$ cat src/verilog/ledkey_pkg.sv
// shared widths, address map, request structs and TM1638 commands, imported by every RTL block
`default_nettype none

package ledkey_pkg;

	typedef logic [7:0] byte_t;       // data byte on bus, ram and pin
	typedef logic [3:0] ram_addr_t;   // display ram byte index
	typedef logic [7:0] apb_addr_t;   // host byte address
	typedef logic [4:0] ser_count_t;  // bytes in one serial transfer

	// address map
	localparam apb_addr_t CTRL_ADDR  = 8'h10;  // above the 16 ram bytes
	localparam byte_t     CTRL_RESET = 8'h08;  // display on, lowest brightness

	// TM1638 commands
	localparam byte_t CMD_AUTO_INC = 8'h40;  // data write, auto increment
	localparam byte_t CMD_ADDR0    = 8'hC0;  // start at grid 0
	localparam byte_t CMD_DISPLAY  = 8'h80;  // or'ed with ctrl

	localparam int BATCH_BYTES = 17;  // address command plus 16 data bytes

	// one request to the single ram port
	typedef struct packed {
		logic      valid;
		logic      we;
		ram_addr_t addr;
		byte_t     wdata;
	} mem_req_t;

	// one transfer for the serializer, first byte at the top
	typedef struct packed {
		ser_count_t                  count;
		byte_t [BATCH_BYTES-1:0]     bytes;
	} ser_req_t;

endpackage

`default_nettype wire

$ cat src/verilog/display_ram.sv
// 16-byte display RAM with registered read, cleared after reset before it takes requests
`default_nettype none
`timescale 1ns/100ps

module display_ram (
	input  wire                  i_clk,
	input  wire                  i_rst_n,
	input  ledkey_pkg::mem_req_t i_req,
	output ledkey_pkg::byte_t    o_rdata,
	output logic                 o_ready
);
	import ledkey_pkg::*;

	byte_t     mem [16];
	ram_addr_t clr_cnt;   // byte being cleared
	logic      clr_busy;  // clear sweep in progress

	always_ff @(posedge i_clk) begin
		if (!i_rst_n) begin
			clr_cnt  <= '0;
			clr_busy <= 1'b1;
		end else if (clr_busy) begin
			clr_cnt <= clr_cnt + 4'd1;
			if (clr_cnt == 4'hF)
				clr_busy <= 1'b0;  // sweep done
		end
	end

	always_ff @(posedge i_clk) begin
		if (clr_busy)
			mem[clr_cnt] <= '0;
		else if (i_req.valid && i_req.we)
			mem[i_req.addr] <= i_req.wdata;
		o_rdata <= mem[i_req.addr];  // read always registered
	end

	assign o_ready = !clr_busy;

endmodule

`default_nettype wire

$ cat src/verilog/ram_arbiter.sv
// round-robin arbiter sharing the single display RAM port between the host and the refresh engine
`default_nettype none
`timescale 1ns/100ps

module ram_arbiter (
	input  wire                  i_clk,
	input  wire                  i_rst_n,
	input  ledkey_pkg::mem_req_t i_host_req,
	input  ledkey_pkg::mem_req_t i_refr_req,
	output logic                 o_host_gnt,
	output logic                 o_refr_gnt,
	output logic                 o_host_rvalid,
	output logic                 o_refr_rvalid,
	output ledkey_pkg::mem_req_t o_ram_req,
	input  wire                  i_ram_ready
);
	import ledkey_pkg::*;

	logic last_refr;    // refresh won last, host goes next on a tie
	logic rd_pend;      // read data arrives this cycle
	logic rd_owner;     // 1 = refresh owns the pending read

	always_comb begin
		o_host_gnt = i_ram_ready && i_host_req.valid &&
			(!i_refr_req.valid || last_refr);
		o_refr_gnt = i_ram_ready && i_refr_req.valid && !o_host_gnt;
		if (o_host_gnt)
			o_ram_req = i_host_req;
		else if (o_refr_gnt)
			o_ram_req = i_refr_req;
		else
			o_ram_req = '0;  // idle port
	end

	always_ff @(posedge i_clk) begin
		if (!i_rst_n) begin
			last_refr <= 1'b1;  // host first after reset
			rd_pend   <= 1'b0;
			rd_owner  <= 1'b0;
		end else begin
			if (o_host_gnt || o_refr_gnt)
				last_refr <= o_refr_gnt;
			rd_pend  <= o_ram_req.valid && !o_ram_req.we;
			rd_owner <= o_refr_gnt;
		end
	end

	assign o_host_rvalid = rd_pend && !rd_owner;
	assign o_refr_rvalid = rd_pend && rd_owner;

endmodule

`default_nettype wire

$ cat src/verilog/apb_ram_port.sv
// APB3 slave mapping the display RAM bytes and the control register, flags every completed write
`default_nettype none
`timescale 1ns/100ps

module apb_ram_port (
	input  wire                   i_clk,
	input  wire                   i_rst_n,
	input  wire                   i_psel,
	input  wire                   i_penable,
	input  wire                   i_pwrite,
	input  ledkey_pkg::apb_addr_t i_paddr,
	input  ledkey_pkg::byte_t     i_pwdata,
	output ledkey_pkg::byte_t     o_prdata,
	output logic                  o_pready,
	output logic                  o_pslverr,
	output ledkey_pkg::mem_req_t  o_mem_req,
	input  wire                   i_gnt,
	input  wire                   i_rvalid,
	input  ledkey_pkg::byte_t     i_rdata,
	output ledkey_pkg::byte_t     o_ctrl,
	output logic                  o_dirty
);
	import ledkey_pkg::*;

	logic  access;   // apb access phase
	logic  is_ram;
	logic  is_ctrl;
	logic  bad_addr;
	logic  rd_wait;  // read granted, data due
	byte_t ctrl_q;

	assign access   = i_psel && i_penable;
	assign is_ram   = (i_paddr[7:4] == 4'h0);
	assign is_ctrl  = (i_paddr == CTRL_ADDR);
	assign bad_addr = !is_ram && !is_ctrl;

	always_comb begin
		o_mem_req.valid = access && is_ram && !rd_wait;
		o_mem_req.we    = i_pwrite;
		o_mem_req.addr  = ram_addr_t'(i_paddr[3:0]);
		o_mem_req.wdata = i_pwdata;

		// ctrl and bad addresses finish at once, ram waits on the arbiter
		o_pready  = access && (!is_ram || (i_gnt && i_pwrite) || (rd_wait && i_rvalid));
		o_pslverr = access && bad_addr;

		if (is_ctrl)
			o_prdata = ctrl_q;
		else if (is_ram)
			o_prdata = i_rdata;
		else
			o_prdata = '0;
	end

	always_ff @(posedge i_clk) begin
		if (!i_rst_n) begin
			rd_wait <= 1'b0;
			ctrl_q  <= CTRL_RESET;
			o_dirty <= 1'b0;
		end else begin
			if (i_gnt && !i_pwrite)
				rd_wait <= 1'b1;
			else if (i_rvalid)
				rd_wait <= 1'b0;  // data returned
			if (access && i_pwrite && is_ctrl)
				ctrl_q <= i_pwdata;
			o_dirty <= o_pready && i_pwrite && !bad_addr;  // one pulse per write
		end
	end

	assign o_ctrl = ctrl_q;

endmodule

`default_nettype wire

$ cat src/verilog/ledkey_refresh.sv
// frame sequencer: on a pending change fetches the RAM, builds the batch and issues the three transfers
`default_nettype none
`timescale 1ns/100ps

module ledkey_refresh (
	input  wire                  i_clk,
	input  wire                  i_rst_n,
	input  wire                  i_dirty,
	input  ledkey_pkg::byte_t    i_ctrl,
	output ledkey_pkg::mem_req_t o_mem_req,
	input  wire                  i_gnt,
	input  wire                  i_rvalid,
	input  ledkey_pkg::byte_t    i_rdata,
	output ledkey_pkg::ser_req_t o_ser_req,
	output logic                 o_ser_valid,
	input  wire                  i_ser_ready
);
	import ledkey_pkg::*;

	typedef enum logic [2:0] {
		IDLE,
		SEND_MODE,
		FETCH,
		WAIT_MEM,
		FILL,
		SEND_BATCH,
		SEND_DISPLAY
	} state_t;

	state_t              state;
	logic                pending;   // a frame is owed
	logic                start;
	ram_addr_t           idx;       // ram byte being fetched
	byte_t               rd_byte;
	byte_t               disp_cmd;  // display command, ctrl sampled
	byte_t [15:0]        batch;     // data slots 1..16
	logic  [4:0]         slot;

	assign start = (state == IDLE) && pending;

	// seg n goes to slot 2n+1, led n to slot 2n+2
	always_comb begin
		if (idx[3])
			slot = {1'b0, idx[2:0], 1'b0} + 5'd2;
		else
			slot = {1'b0, idx[2:0], 1'b0} + 5'd1;
	end

	always_ff @(posedge i_clk) begin
		if (!i_rst_n) begin
			state   <= IDLE;
			pending <= 1'b1;  // first frame after reset
			idx     <= '0;
		end else begin
			pending <= i_dirty || (pending && !start);
			case (state)
				IDLE: if (pending) state <= SEND_MODE;
				SEND_MODE: begin
					if (i_ser_ready) begin
						idx   <= '0;
						state <= FETCH;
					end
				end
				FETCH: if (i_gnt) state <= WAIT_MEM;
				WAIT_MEM: if (i_rvalid) state <= FILL;
				FILL: begin
					idx   <= idx + 4'd1;
					state <= (idx == 4'hF) ? SEND_BATCH : FETCH;
				end
				SEND_BATCH: if (i_ser_ready) state <= SEND_DISPLAY;
				SEND_DISPLAY: if (i_ser_ready) state <= IDLE;
				default: state <= IDLE;
			endcase
		end
	end

	always_ff @(posedge i_clk) begin
		if (state == WAIT_MEM && i_rvalid)
			rd_byte <= i_rdata;
		if (state == FILL)
			batch[16 - slot] <= rd_byte;
		if (state == SEND_BATCH && i_ser_ready)
			disp_cmd <= CMD_DISPLAY | i_ctrl;  // latest ctrl value
	end

	always_comb begin
		o_mem_req.valid = (state == FETCH);
		o_mem_req.we    = 1'b0;
		o_mem_req.addr  = idx;
		o_mem_req.wdata = '0;

		o_ser_valid     = (state == SEND_MODE) || (state == SEND_BATCH) ||
			(state == SEND_DISPLAY);
		o_ser_req.count = ser_count_t'(1);
		o_ser_req.bytes = '0;
		case (state)
			SEND_BATCH: begin
				o_ser_req.count = ser_count_t'(BATCH_BYTES);
				o_ser_req.bytes = {CMD_ADDR0, batch};
			end
			SEND_DISPLAY: o_ser_req.bytes[BATCH_BYTES-1] = disp_cmd;
			default:      o_ser_req.bytes[BATCH_BYTES-1] = CMD_AUTO_INC;
		endcase
	end

endmodule

`default_nettype wire

$ cat src/verilog/tm1638_serial.sv
// TM1638 bit serializer: sends 1 to 17 bytes LSB first under one strobe low window
`default_nettype none
`timescale 1ns/100ps

module tm1638_serial #(
	parameter int CLK_DIV = 4
) (
	input  wire                  i_clk,
	input  wire                  i_rst_n,
	input  ledkey_pkg::ser_req_t i_req,
	input  wire                  i_valid,
	output logic                 o_ready,
	output logic                 o_busy,
	output logic                 o_tm1638_clk,
	output logic                 o_tm1638_stb,
	output logic                 o_tm1638_dio
);
	import ledkey_pkg::*;

	localparam int DIV_W = (CLK_DIV > 1) ? $clog2(CLK_DIV) : 1;

	typedef enum logic [2:0] {
		S_IDLE,
		S_START,
		S_LOW,
		S_HIGH,
		S_STOP,
		S_HOLD
	} state_t;

	state_t                  state;
	logic [DIV_W-1:0]        div_cnt;
	logic                    div_end;   // half period elapsed
	logic [2:0]              bit_cnt;
	ser_count_t              left;      // bytes still to send
	byte_t [BATCH_BYTES-1:0] data_q;    // current byte at the top
	logic                    byte_end;

	assign div_end  = (div_cnt == DIV_W'(CLK_DIV - 1));
	assign byte_end = (state == S_HIGH) && div_end && (bit_cnt == 3'd7);

	always_ff @(posedge i_clk) begin
		if (!i_rst_n) begin
			state        <= S_IDLE;
			div_cnt      <= '0;
			bit_cnt      <= '0;
			left         <= '0;
			o_tm1638_clk <= 1'b1;
			o_tm1638_stb <= 1'b1;
			o_tm1638_dio <= 1'b1;
		end else begin
			if (state == S_IDLE || div_end)
				div_cnt <= '0;
			else
				div_cnt <= div_cnt + 1'b1;
			case (state)
				S_IDLE: begin
					if (i_valid) begin
						left         <= i_req.count;
						o_tm1638_stb <= 1'b0;
						state        <= S_START;
					end
				end
				S_START: begin
					if (div_end) begin
						bit_cnt      <= '0;
						o_tm1638_clk <= 1'b0;
						o_tm1638_dio <= data_q[BATCH_BYTES-1][0];
						state        <= S_LOW;
					end
				end
				S_LOW: begin
					if (div_end) begin
						o_tm1638_clk <= 1'b1;  // board samples here
						state        <= S_HIGH;
					end
				end
				S_HIGH: begin
					if (div_end) begin
						if (bit_cnt == 3'd7 && left == ser_count_t'(1)) begin
							state <= S_STOP;  // last bit out
						end else begin
							bit_cnt      <= bit_cnt + 3'd1;
							o_tm1638_clk <= 1'b0;
							state        <= S_LOW;
							if (bit_cnt == 3'd7) begin
								left         <= left - 1'b1;
								o_tm1638_dio <= data_q[BATCH_BYTES-2][0];
							end else begin
								o_tm1638_dio <= data_q[BATCH_BYTES-1][bit_cnt + 3'd1];
							end
						end
					end
				end
				S_STOP: begin
					if (div_end) begin
						o_tm1638_stb <= 1'b1;
						state        <= S_HOLD;
					end
				end
				S_HOLD: if (div_end) state <= S_IDLE;  // stb high time
				default: state <= S_IDLE;
			endcase
		end
	end

	always_ff @(posedge i_clk) begin
		if (state == S_IDLE && i_valid)
			data_q <= i_req.bytes;
		else if (byte_end)
			data_q <= {data_q[BATCH_BYTES-2:0], 8'h00};  // next byte to top
	end

	assign o_ready = (state == S_IDLE);
	assign o_busy  = (state != S_IDLE);

endmodule

`default_nettype wire

$ cat src/verilog/ledkey_top.sv
// LED&KEY driver top level: APB port, RAM arbiter, display RAM, refresh engine and serializer
`default_nettype none
`timescale 1ns/100ps

module ledkey_top #(
	parameter int CLK_DIV = 4
) (
	input  wire                   i_clk,
	input  wire                   i_rst_n,
	input  wire                   i_psel,
	input  wire                   i_penable,
	input  wire                   i_pwrite,
	input  ledkey_pkg::apb_addr_t i_paddr,
	input  ledkey_pkg::byte_t     i_pwdata,
	output ledkey_pkg::byte_t     o_prdata,
	output logic                  o_pready,
	output logic                  o_pslverr,
	output logic                  o_tm1638_clk,
	output logic                  o_tm1638_stb,
	output logic                  o_tm1638_dio
);
	import ledkey_pkg::*;

	mem_req_t host_req;
	mem_req_t refr_req;
	mem_req_t ram_req;
	logic     host_gnt;
	logic     refr_gnt;
	logic     host_rvalid;
	logic     refr_rvalid;
	logic     ram_ready;
	byte_t    ram_rdata;
	byte_t    ctrl;
	logic     dirty;
	ser_req_t ser_req;
	logic     ser_valid;
	logic     ser_ready;

	apb_ram_port u_apb (
		.i_clk     (i_clk),
		.i_rst_n   (i_rst_n),
		.i_psel    (i_psel),
		.i_penable (i_penable),
		.i_pwrite  (i_pwrite),
		.i_paddr   (i_paddr),
		.i_pwdata  (i_pwdata),
		.o_prdata  (o_prdata),
		.o_pready  (o_pready),
		.o_pslverr (o_pslverr),
		.o_mem_req (host_req),
		.i_gnt     (host_gnt),
		.i_rvalid  (host_rvalid),
		.i_rdata   (ram_rdata),
		.o_ctrl    (ctrl),
		.o_dirty   (dirty)
	);

	ram_arbiter u_arb (
		.i_clk         (i_clk),
		.i_rst_n       (i_rst_n),
		.i_host_req    (host_req),
		.i_refr_req    (refr_req),
		.o_host_gnt    (host_gnt),
		.o_refr_gnt    (refr_gnt),
		.o_host_rvalid (host_rvalid),
		.o_refr_rvalid (refr_rvalid),
		.o_ram_req     (ram_req),
		.i_ram_ready   (ram_ready)
	);

	display_ram u_ram (
		.i_clk   (i_clk),
		.i_rst_n (i_rst_n),
		.i_req   (ram_req),
		.o_rdata (ram_rdata),
		.o_ready (ram_ready)
	);

	ledkey_refresh u_refresh (
		.i_clk       (i_clk),
		.i_rst_n     (i_rst_n),
		.i_dirty     (dirty),
		.i_ctrl      (ctrl),
		.o_mem_req   (refr_req),
		.i_gnt       (refr_gnt),
		.i_rvalid    (refr_rvalid),
		.i_rdata     (ram_rdata),
		.o_ser_req   (ser_req),
		.o_ser_valid (ser_valid),
		.i_ser_ready (ser_ready)
	);

	tm1638_serial #(
		.CLK_DIV (CLK_DIV)
	) u_serial (
		.i_clk        (i_clk),
		.i_rst_n      (i_rst_n),
		.i_req        (ser_req),
		.i_valid      (ser_valid),
		.o_ready      (ser_ready),
		.o_busy       (),
		.o_tm1638_clk (o_tm1638_clk),
		.o_tm1638_stb (o_tm1638_stb),
		.o_tm1638_dio (o_tm1638_dio)
	);

endmodule

`default_nettype wire

$ cat config.mk
export PLATFORM = sky130hd
export DESIGN_NAME = ledkey_top
export DESIGN_NICKNAME = d
export VERILOG_FILES = /design/src/verilog/ledkey_pkg.sv /design/src/verilog/display_ram.sv /design/src/verilog/ram_arbiter.sv /design/src/verilog/apb_ram_port.sv /design/src/verilog/ledkey_refresh.sv /design/src/verilog/tm1638_serial.sv /design/src/verilog/ledkey_top.sv
export SDC_FILE = /design/constraint.sdc
export NUM_CORES = 1
export LEC_CHECK = 0
export ABC_AREA = 0
export BUFFER_PORTS_ARGS = -buffer_cell sky130_fd_sc_hd__buf_2
export CORE_MARGIN = 8
export CORE_UTILIZATION = 45
export CTS_BUF_LIST = sky130_fd_sc_hd__clkbuf_4 sky130_fd_sc_hd__clkbuf_8
export DETAILED_ROUTE_END_ITERATION = 7
export MAX_ROUTING_LAYER = met4
export PLACE_DENSITY = 0.69
export SLEW_MARGIN = 25
export SYNTH_ARGS = -nofsm -noshare
export SYNTH_HDL_FRONTEND = slang
export SYNTH_SLANG_ARGS = --single-unit
$ cat constraint.sdc
create_clock -name i_clk -period 5.9 [get_ports i_clk]
set_clock_uncertainty 0.1 [all_clocks]
set_input_delay 1.18 -clock i_clk [delete_from_list [all_inputs] [get_ports i_clk]]
set_output_delay 1.18 -clock i_clk [all_outputs]
set_load 0.01 [all_outputs]
# --- Yosys cells after proc, flatten, opt, wreduce, memory -nomap -nowiden ---
# Memory sizes are Yosys's and may differ from the RTL's. A register that Yosys moved wholly into a read port is not among the register bits.
# Index checks and enable logic that the tools add are counted.
totals:
  regBits: 321
  ram_bits: 128
  inputBits: 21
  output_inout_bits: 13
  elab_cells: 230
  mem_count: 1
memory_table:
  columns: ["name", "words", "width", "read_ports", "rd_clocked_by_memory_dff", "write_ports", "line_no", "rtl"]
  rows:
  - ["u_ram.mem", 16, 8, 1, 1, 1, "display_ram.sv:14", "byte_t mem [16];"]
op_classes:
  n_addsub: 8
  n_lt_le_gt_ge: 3
  eq_ne: 31
  n_mux: 65
  bitwise: 1
  n_reduce_logical: 68
ops:
  columns: ["operator", "n"]
  rows:
  - ["$mux 136", 2]
  - ["$bwmux 128", 1]
  - ["$mux 128", 1]
  - ["$mux 3", 16]
  - ["$demux 8 s4", 1]
  - ["$ge 32x1->1 const B", 1]
  - ["$lt 32x5->1 const B", 1]
  - ["$mux 8", 4]
  - ["$logic_and 1x1->1", 30]
  - ["$mux 5", 6]
  - ["$mux 14", 2]
  - ["$ne 2x1->1 const B", 11]
  - ["$pmux 3 s7", 1]
  - ["$mux 1", 20]
  - ["$eq 3x3->1 const B", 6]
  - ["$pmux 3 s6", 1]
  - ["$pmux 8 s2", 1]
  - ["$eq 3x2->1 const B", 4]
  - ["$reduce_and 6->1", 2]
  - ["$reduce_bool 2->1", 6]
  - ["$logic_not 1->1", 11]
  - ["$pmux 5 s2", 1]
  - ["$reduce_and 5->1", 2]
  - ["$add 4x1->4 const B", 2]
  - ["29 further kinds", 43]

# --- Longest topological paths before layout ---
depth:
  depth_word: 15
  mapped_depth: 9
  depth_no_buf: 8

# --- Cells and area by module ---
# A second synthesis with hierarchy kept.
unflattened:
  cells_unflattened: 1248
  hier_area_um2: 19631.3
by_module_without_submodules:
  columns: ["mod", "n_inst", "cells_each", "area_each_um2"]
  rows:
  - ["tm1638_serial", 1, 403, 6781.5]
  - ["ledkey_refresh", 1, 419, 6162.2]
  - ["display_ram", 1, 297, 5626.6]
  - ["apb_ram_port", 1, 93, 742.0]
  - ["ram_arbiter", 1, 36, 319.1]

# --- Worst setup path after synthesis ---
# No wires, ideal clock.
synth_timing:
  path_type: "register to register"
  startpoint: "register u_serial.state[2]"
  endpoint: "register u_serial.data_q[0] in the netlist's numbering, enable pin"
  setup_ps: 488
  arrival_ps: 3820
  t_required_ps: 5312
  setup_slack_ps: 1492
  stages_incl_launch_ff: 6
  synth_period_minus_slack_ps: 4408
  cell_sequence: "dfxtp_1 clkbuf_1 nor3_1 o21a_1 a31oi_1 inv_1"
synth_between:
  elab_chain_len: 4
  elab_cells_between_ends: 6
  classes_between: "1 x eq/ne; 5 x reduce/logical"
synth_lines:
  columns: ["element", "line_no", "rtl"]
  rows:
  - ["start, declared", "tm1638_serial.sv:31", "state_t state;"]
  - ["start signal, assigned", "tm1638_serial.sv:44", "state <= S_IDLE;"]
  - ["start signal, assigned", "tm1638_serial.sv:61", "state <= S_START;"]
  - ["start signal, assigned", "tm1638_serial.sv:69", "state <= S_LOW;"]
  - ["$eq 3x2->1", "tm1638_serial.sv:40", "assign byte_end = (state == S_HIGH) && div_end && (bit_cnt == 3'd7);"]
  - ["$logic_and 1x1->1 (2 in series)", "tm1638_serial.sv:40", null]
  - ["$reduce_bool 2->1 (no source line) *", null, null]
  - ["end signal, assigned", "tm1638_serial.sv:109", "data_q <= i_req.bytes;"]
  - ["end signal, assigned", "tm1638_serial.sv:111", "data_q <= {data_q[BATCH_BYTES-2:0], 8'h00};"]
  - ["end, declared", "tm1638_serial.sv:36", "byte_t [BATCH_BYTES-1:0] data_q;"]
# Every way passes the cells marked *; elsewhere a longest branch is shown, timed or not.
# A chain may end at the register's enable or synchronous reset.

# --- Worst setup path in the final report ---
layout_timing:
  startpoint: "input port i_paddr[5]"
  endpoint: "output port o_pready"
layout_between:
  elab_chain_len: 9
  elab_cells_between_ends: 10
  classes_between: "10 x reduce/logical"
layout_lines:
  columns: ["element", "line_no", "rtl"]
  rows:
  - ["start, declared", "ledkey_top.sv:13", "input ledkey_pkg::apb_addr_t i_paddr,"]
  - ["$logic_not 4->1 *", "apb_ram_port.sv:33", "assign is_ram = (i_paddr[7:4] == 4'h0);"]
  - ["$logic_and 1x1->1 (2 in series)", "apb_ram_port.sv:38", "o_mem_req.valid = access && is_ram && !rd_wait;"]
  - ["$logic_and 1x1->1 (2 in series)", "ram_arbiter.sv:24", "o_host_gnt = i_ram_ready && i_host_req.valid &&"]
  - ["$logic_and 1x1->1", "apb_ram_port.sv:44", "o_pready = access && (!is_ram || (i_gnt && i_pwrite) || (rd_wait && i_rvalid));"]
  - ["$logic_or 1x1->1 * (2 in series)", "apb_ram_port.sv:44", null]
  - ["$logic_and 1x1->1 *", "apb_ram_port.sv:44", null]
  - ["end, declared", "ledkey_top.sv:16", "output logic o_pready,"]
# Marks and branches as above.

==> reports/metrics.csv <==
stage,metric,value,unit
status,outcome,"finished, final reports clean",
final_layout,layout.nets,1171,
clocking,cts_sinks,457,
floorplanning,ios,34,
floorplanning,fp.dieArea,45780,sq um
worst_hold_path,hold_class,reg -> reg,
timing,fmax,214.3,MHz
setup_path,r2r_start,u_refresh.state[1],
floorplanning,die_x,214.0,um
clocking,clk_latency,0.60,ns
final_layout,layout-drive-gt1-share,15.79,%
final_layout,area.growth.synth_to_final,11.84,%
power,p_leak,7.281,nW
logic_synthesis,synth_top_area_share,69.30,%
floorplanning,core_area,38650,sq um
setup_path,start_kind,input port,
logic_synthesis,netlist_area,17640,sq um
logic_synthesis,synth_edf_count,407,
place,finalWeightedCongestion,0.8157,
logic_synthesis,async_flop_share,0,%
detailed_routing,wl_per_cell,20.64,um
detailed_routing,viasPerCell,5.509,
setup_path,critPathKind,in -> out,
logic_synthesis,yosysUniqueCellTypes,61,
timing,slew_headroom,33.80,%
logic_synthesis,syn_nets,1115,
logic_synthesis,syn_inst,1082,
power,power_switching_share,24.51,%
global_route,globalRouteTotalUtil,15.78,%
global_route,grt_max_degree,111,
timing,grt_setup_unrepaired,no,
final_layout,nFillCells,3135,
clocking,cts-root-buf,clkbuf_8,
power,internal_power,6.109,mW
power,vdd_ir_drop_max,0.2632,mV
setup_path,cp.arrival,3.39,ns
logic_synthesis,synth_flop_cell,edfxtp_1,
logic_synthesis,synth.avg_cell_area,16.30,sq um
logic_synthesis,ys_seq_elements,457,
logic_synthesis,synth_seq_area_share,74.97,%
clocking,cts_resized,0,
power,switchingPower,1.983,mW
place,dp_hpwl,21.28,mm
floorplanning,start_util,45.64,%
setup_path,worstPathMaxFanout,16,
logic_synthesis,yosysWarnings,0,
run,max_cap_viol_count,0,
clocking,tritoncts,yes,
global_route,grt_pass1_wl,55.35,mm
clocking,path_clk_slew,0.05,ns
detailed_routing,ant_nets,0,
logic_synthesis,ys_top_cells_by_area,"edfxtp_1 (69%), a22o_1 (6.7%), dfxtp_1 (5.7%)",
logic_synthesis,yosysTopAreaCell,edfxtp_1,
place,portBuffers,33,
setup_path,setup.worst_path.start,i_paddr[5],
clocking,cts_made_buffers,73,
global_route,antenna_found_initial,4,
clocking,cts_max_path_buffers,3,
timing,hold_ws,0.3348,ns
power,power_density,410.3,nW/um^2
detailed_routing,num_vias,9421,
global_route,gr-total-overflow,0,
timing,finalMaxSlewViolations,0,
timing,timing.final.hold_violations,0,
detailed_routing,drt_wl_total,35.30,mm
floorplanning,rows,72,
clocking,post_cts_buffers,0,
worst_hold_path,min_from,u_serial.div_cnt[0],
floorplanning,dieHeight,214.0,um
logic_synthesis,synth_common_cells,"edfxtp_1 (407), a22o_1 (135), mux2i_1 (72)",
timing,period_share,79.11,%
global_route,grt_pass1_vias,9499,
detailed_routing,drc,0,
power,seqPwrFrac,54.0,%
timing,worstMarginPinSlew,0.9931,ns
power,combPwrFrac,14.1,%
clocking,holdBufCountCts,0,
timing,finalSetupTns,0,ns
timing,post-route-min-period,4.667,ns
logic_synthesis,post-synth-top-count-cell,edfxtp_1,
timing,report.final.setup_viol,0,
clocking,htree_levels,3,
detailed_routing,drtIter0Drc,849,
setup_path,worstPathRequired,4.62,ns
detailed_routing,drt_pass1_iterations,5,
setup_path,cp-end-kind,primary output,
power,p_clk_share,31.8,%
## cell families (layout without fill, tap and decap cells)
| group | count (synthesis) | after routing | share of synthesized area, % |
|---|---|---|---|
| buffers and inverters | 71 | 180 | 1.703 |
| XOR/XNOR | 5 | 5 | 0.2483 |
| flip-flops | 457 | 457 | 74.97 |
| AND/OR/NAND/NOR | 207 | 207 | 5.980 |
| adder cells (fa/ha/maj) | 12 | 12 | 0.8513 |
| multiplexers | 90 | 90 | 5.363 |
| other | 0 | 1 | 0 |
| AO/OA/AOI/OAI | 240 | 240 | 10.88 |
## worst max-delay path: stages
cell and delay, ns:
buf_2 0.12, nor4_4 0.26, buf_4 0.26, nor4b_4 0.69
nand2_1 0.38, a31oi_1 0.31, buf_2 0.18
## power groups by stage
stage	sequential, mW	clock (mW)	combinational (mW)
CTS	4.38	2.63	1.17
finish	4.37	2.57	1.14
global placement	4.42	0	1.13
floorplan	4.40	0	0.912
global route	4.42	2.78	1.27
detailed placement	4.44	0	1.16
## cells in the final DEF, fill, tap and decap left out, drive strengths merged, types with 12 or more instances in the layout
cell and count:
edfxtp 407, a22o 135, clkbuf 105, mux2i 72, nor2 61, dfxtp 50, nand2 49, buf 43
o21ai 23, nor2b 22, clkinv 21, and2 17, mux2 16, a21oi 15, ha 12
## per-layer routing
layer / up-vias / GRT usage [%] / share of wire (%)
met5: - / - / 0
met4: 0 / 6.190 / 2.4
met3: 72 / 4.048 / 6.7
met2: 291 / 23.22 / 46
met1: 4672 / 20.85 / 44
li1: 4386 / - / -
## final timing paths
path | to | slack [ns] | cells past startpoint
min reg2reg | u_serial.div_cnt[0] | 0.33 | 1
max reg2reg | u_ram.mem[1][6] | 2.05 | 5
min | u_serial.div_cnt[0] | 0.33 | 1
max | o_pready | 1.23 | 7
## through the flow
stage / std cells / total power [mW] / util, % / instance area (sq um) / setup WS, ns
after floorplan: 1082 / 5.307 / - / 17640 / 1.492
after global placement: 1580 / 5.547 / 47.34 / 18290 / 1.382
after detailed placement: 1581 / 5.595 / 47.41 / 18320 / 1.279
after CTS: 1709 / 8.175 / 51.03 / 19720 / 1.279
after global routing: 1710 / 8.465 / 51.04 / 19730 / 1.116
final: 1710 / 8.093 / 51.04 / 19730 / 1.233
## cell type report
class / count / area [sq um] / share of cell area, %
multi-input cells: 554 / 4139 / 20.98
well taps: 518 / 648.1 / 3.286
inverters: 9 / 41.29 / 0.2093
clock buffers: 105 / 1295 / 6.565
repair buffers: 43 / 272.8 / 1.383
flip-flops and latches: 457 / 13220 / 67.03
diodes: 1 / 2.502 / 0.01269
clock inverters: 23 / 103.9 / 0.5265
## flip-flops by register name, summed over array words and instances (netlist names), 2 cells and up
name                cells
u_serial.state          3
u_serial.div_cnt        2
u_refresh.state         3
u_refresh.idx           4
u_apb.o_ctrl            8
u_refresh.batch       128
u_refresh.rd_byte       8
u_ram.mem             128
u_refresh.disp_cmd      7
u_serial.left           5
u_serial.bit_cnt        3
u_ram.o_rdata           8
u_ram.clr_cnt           4
u_serial.data_q       136
Power figures use the tool's default switching activity.
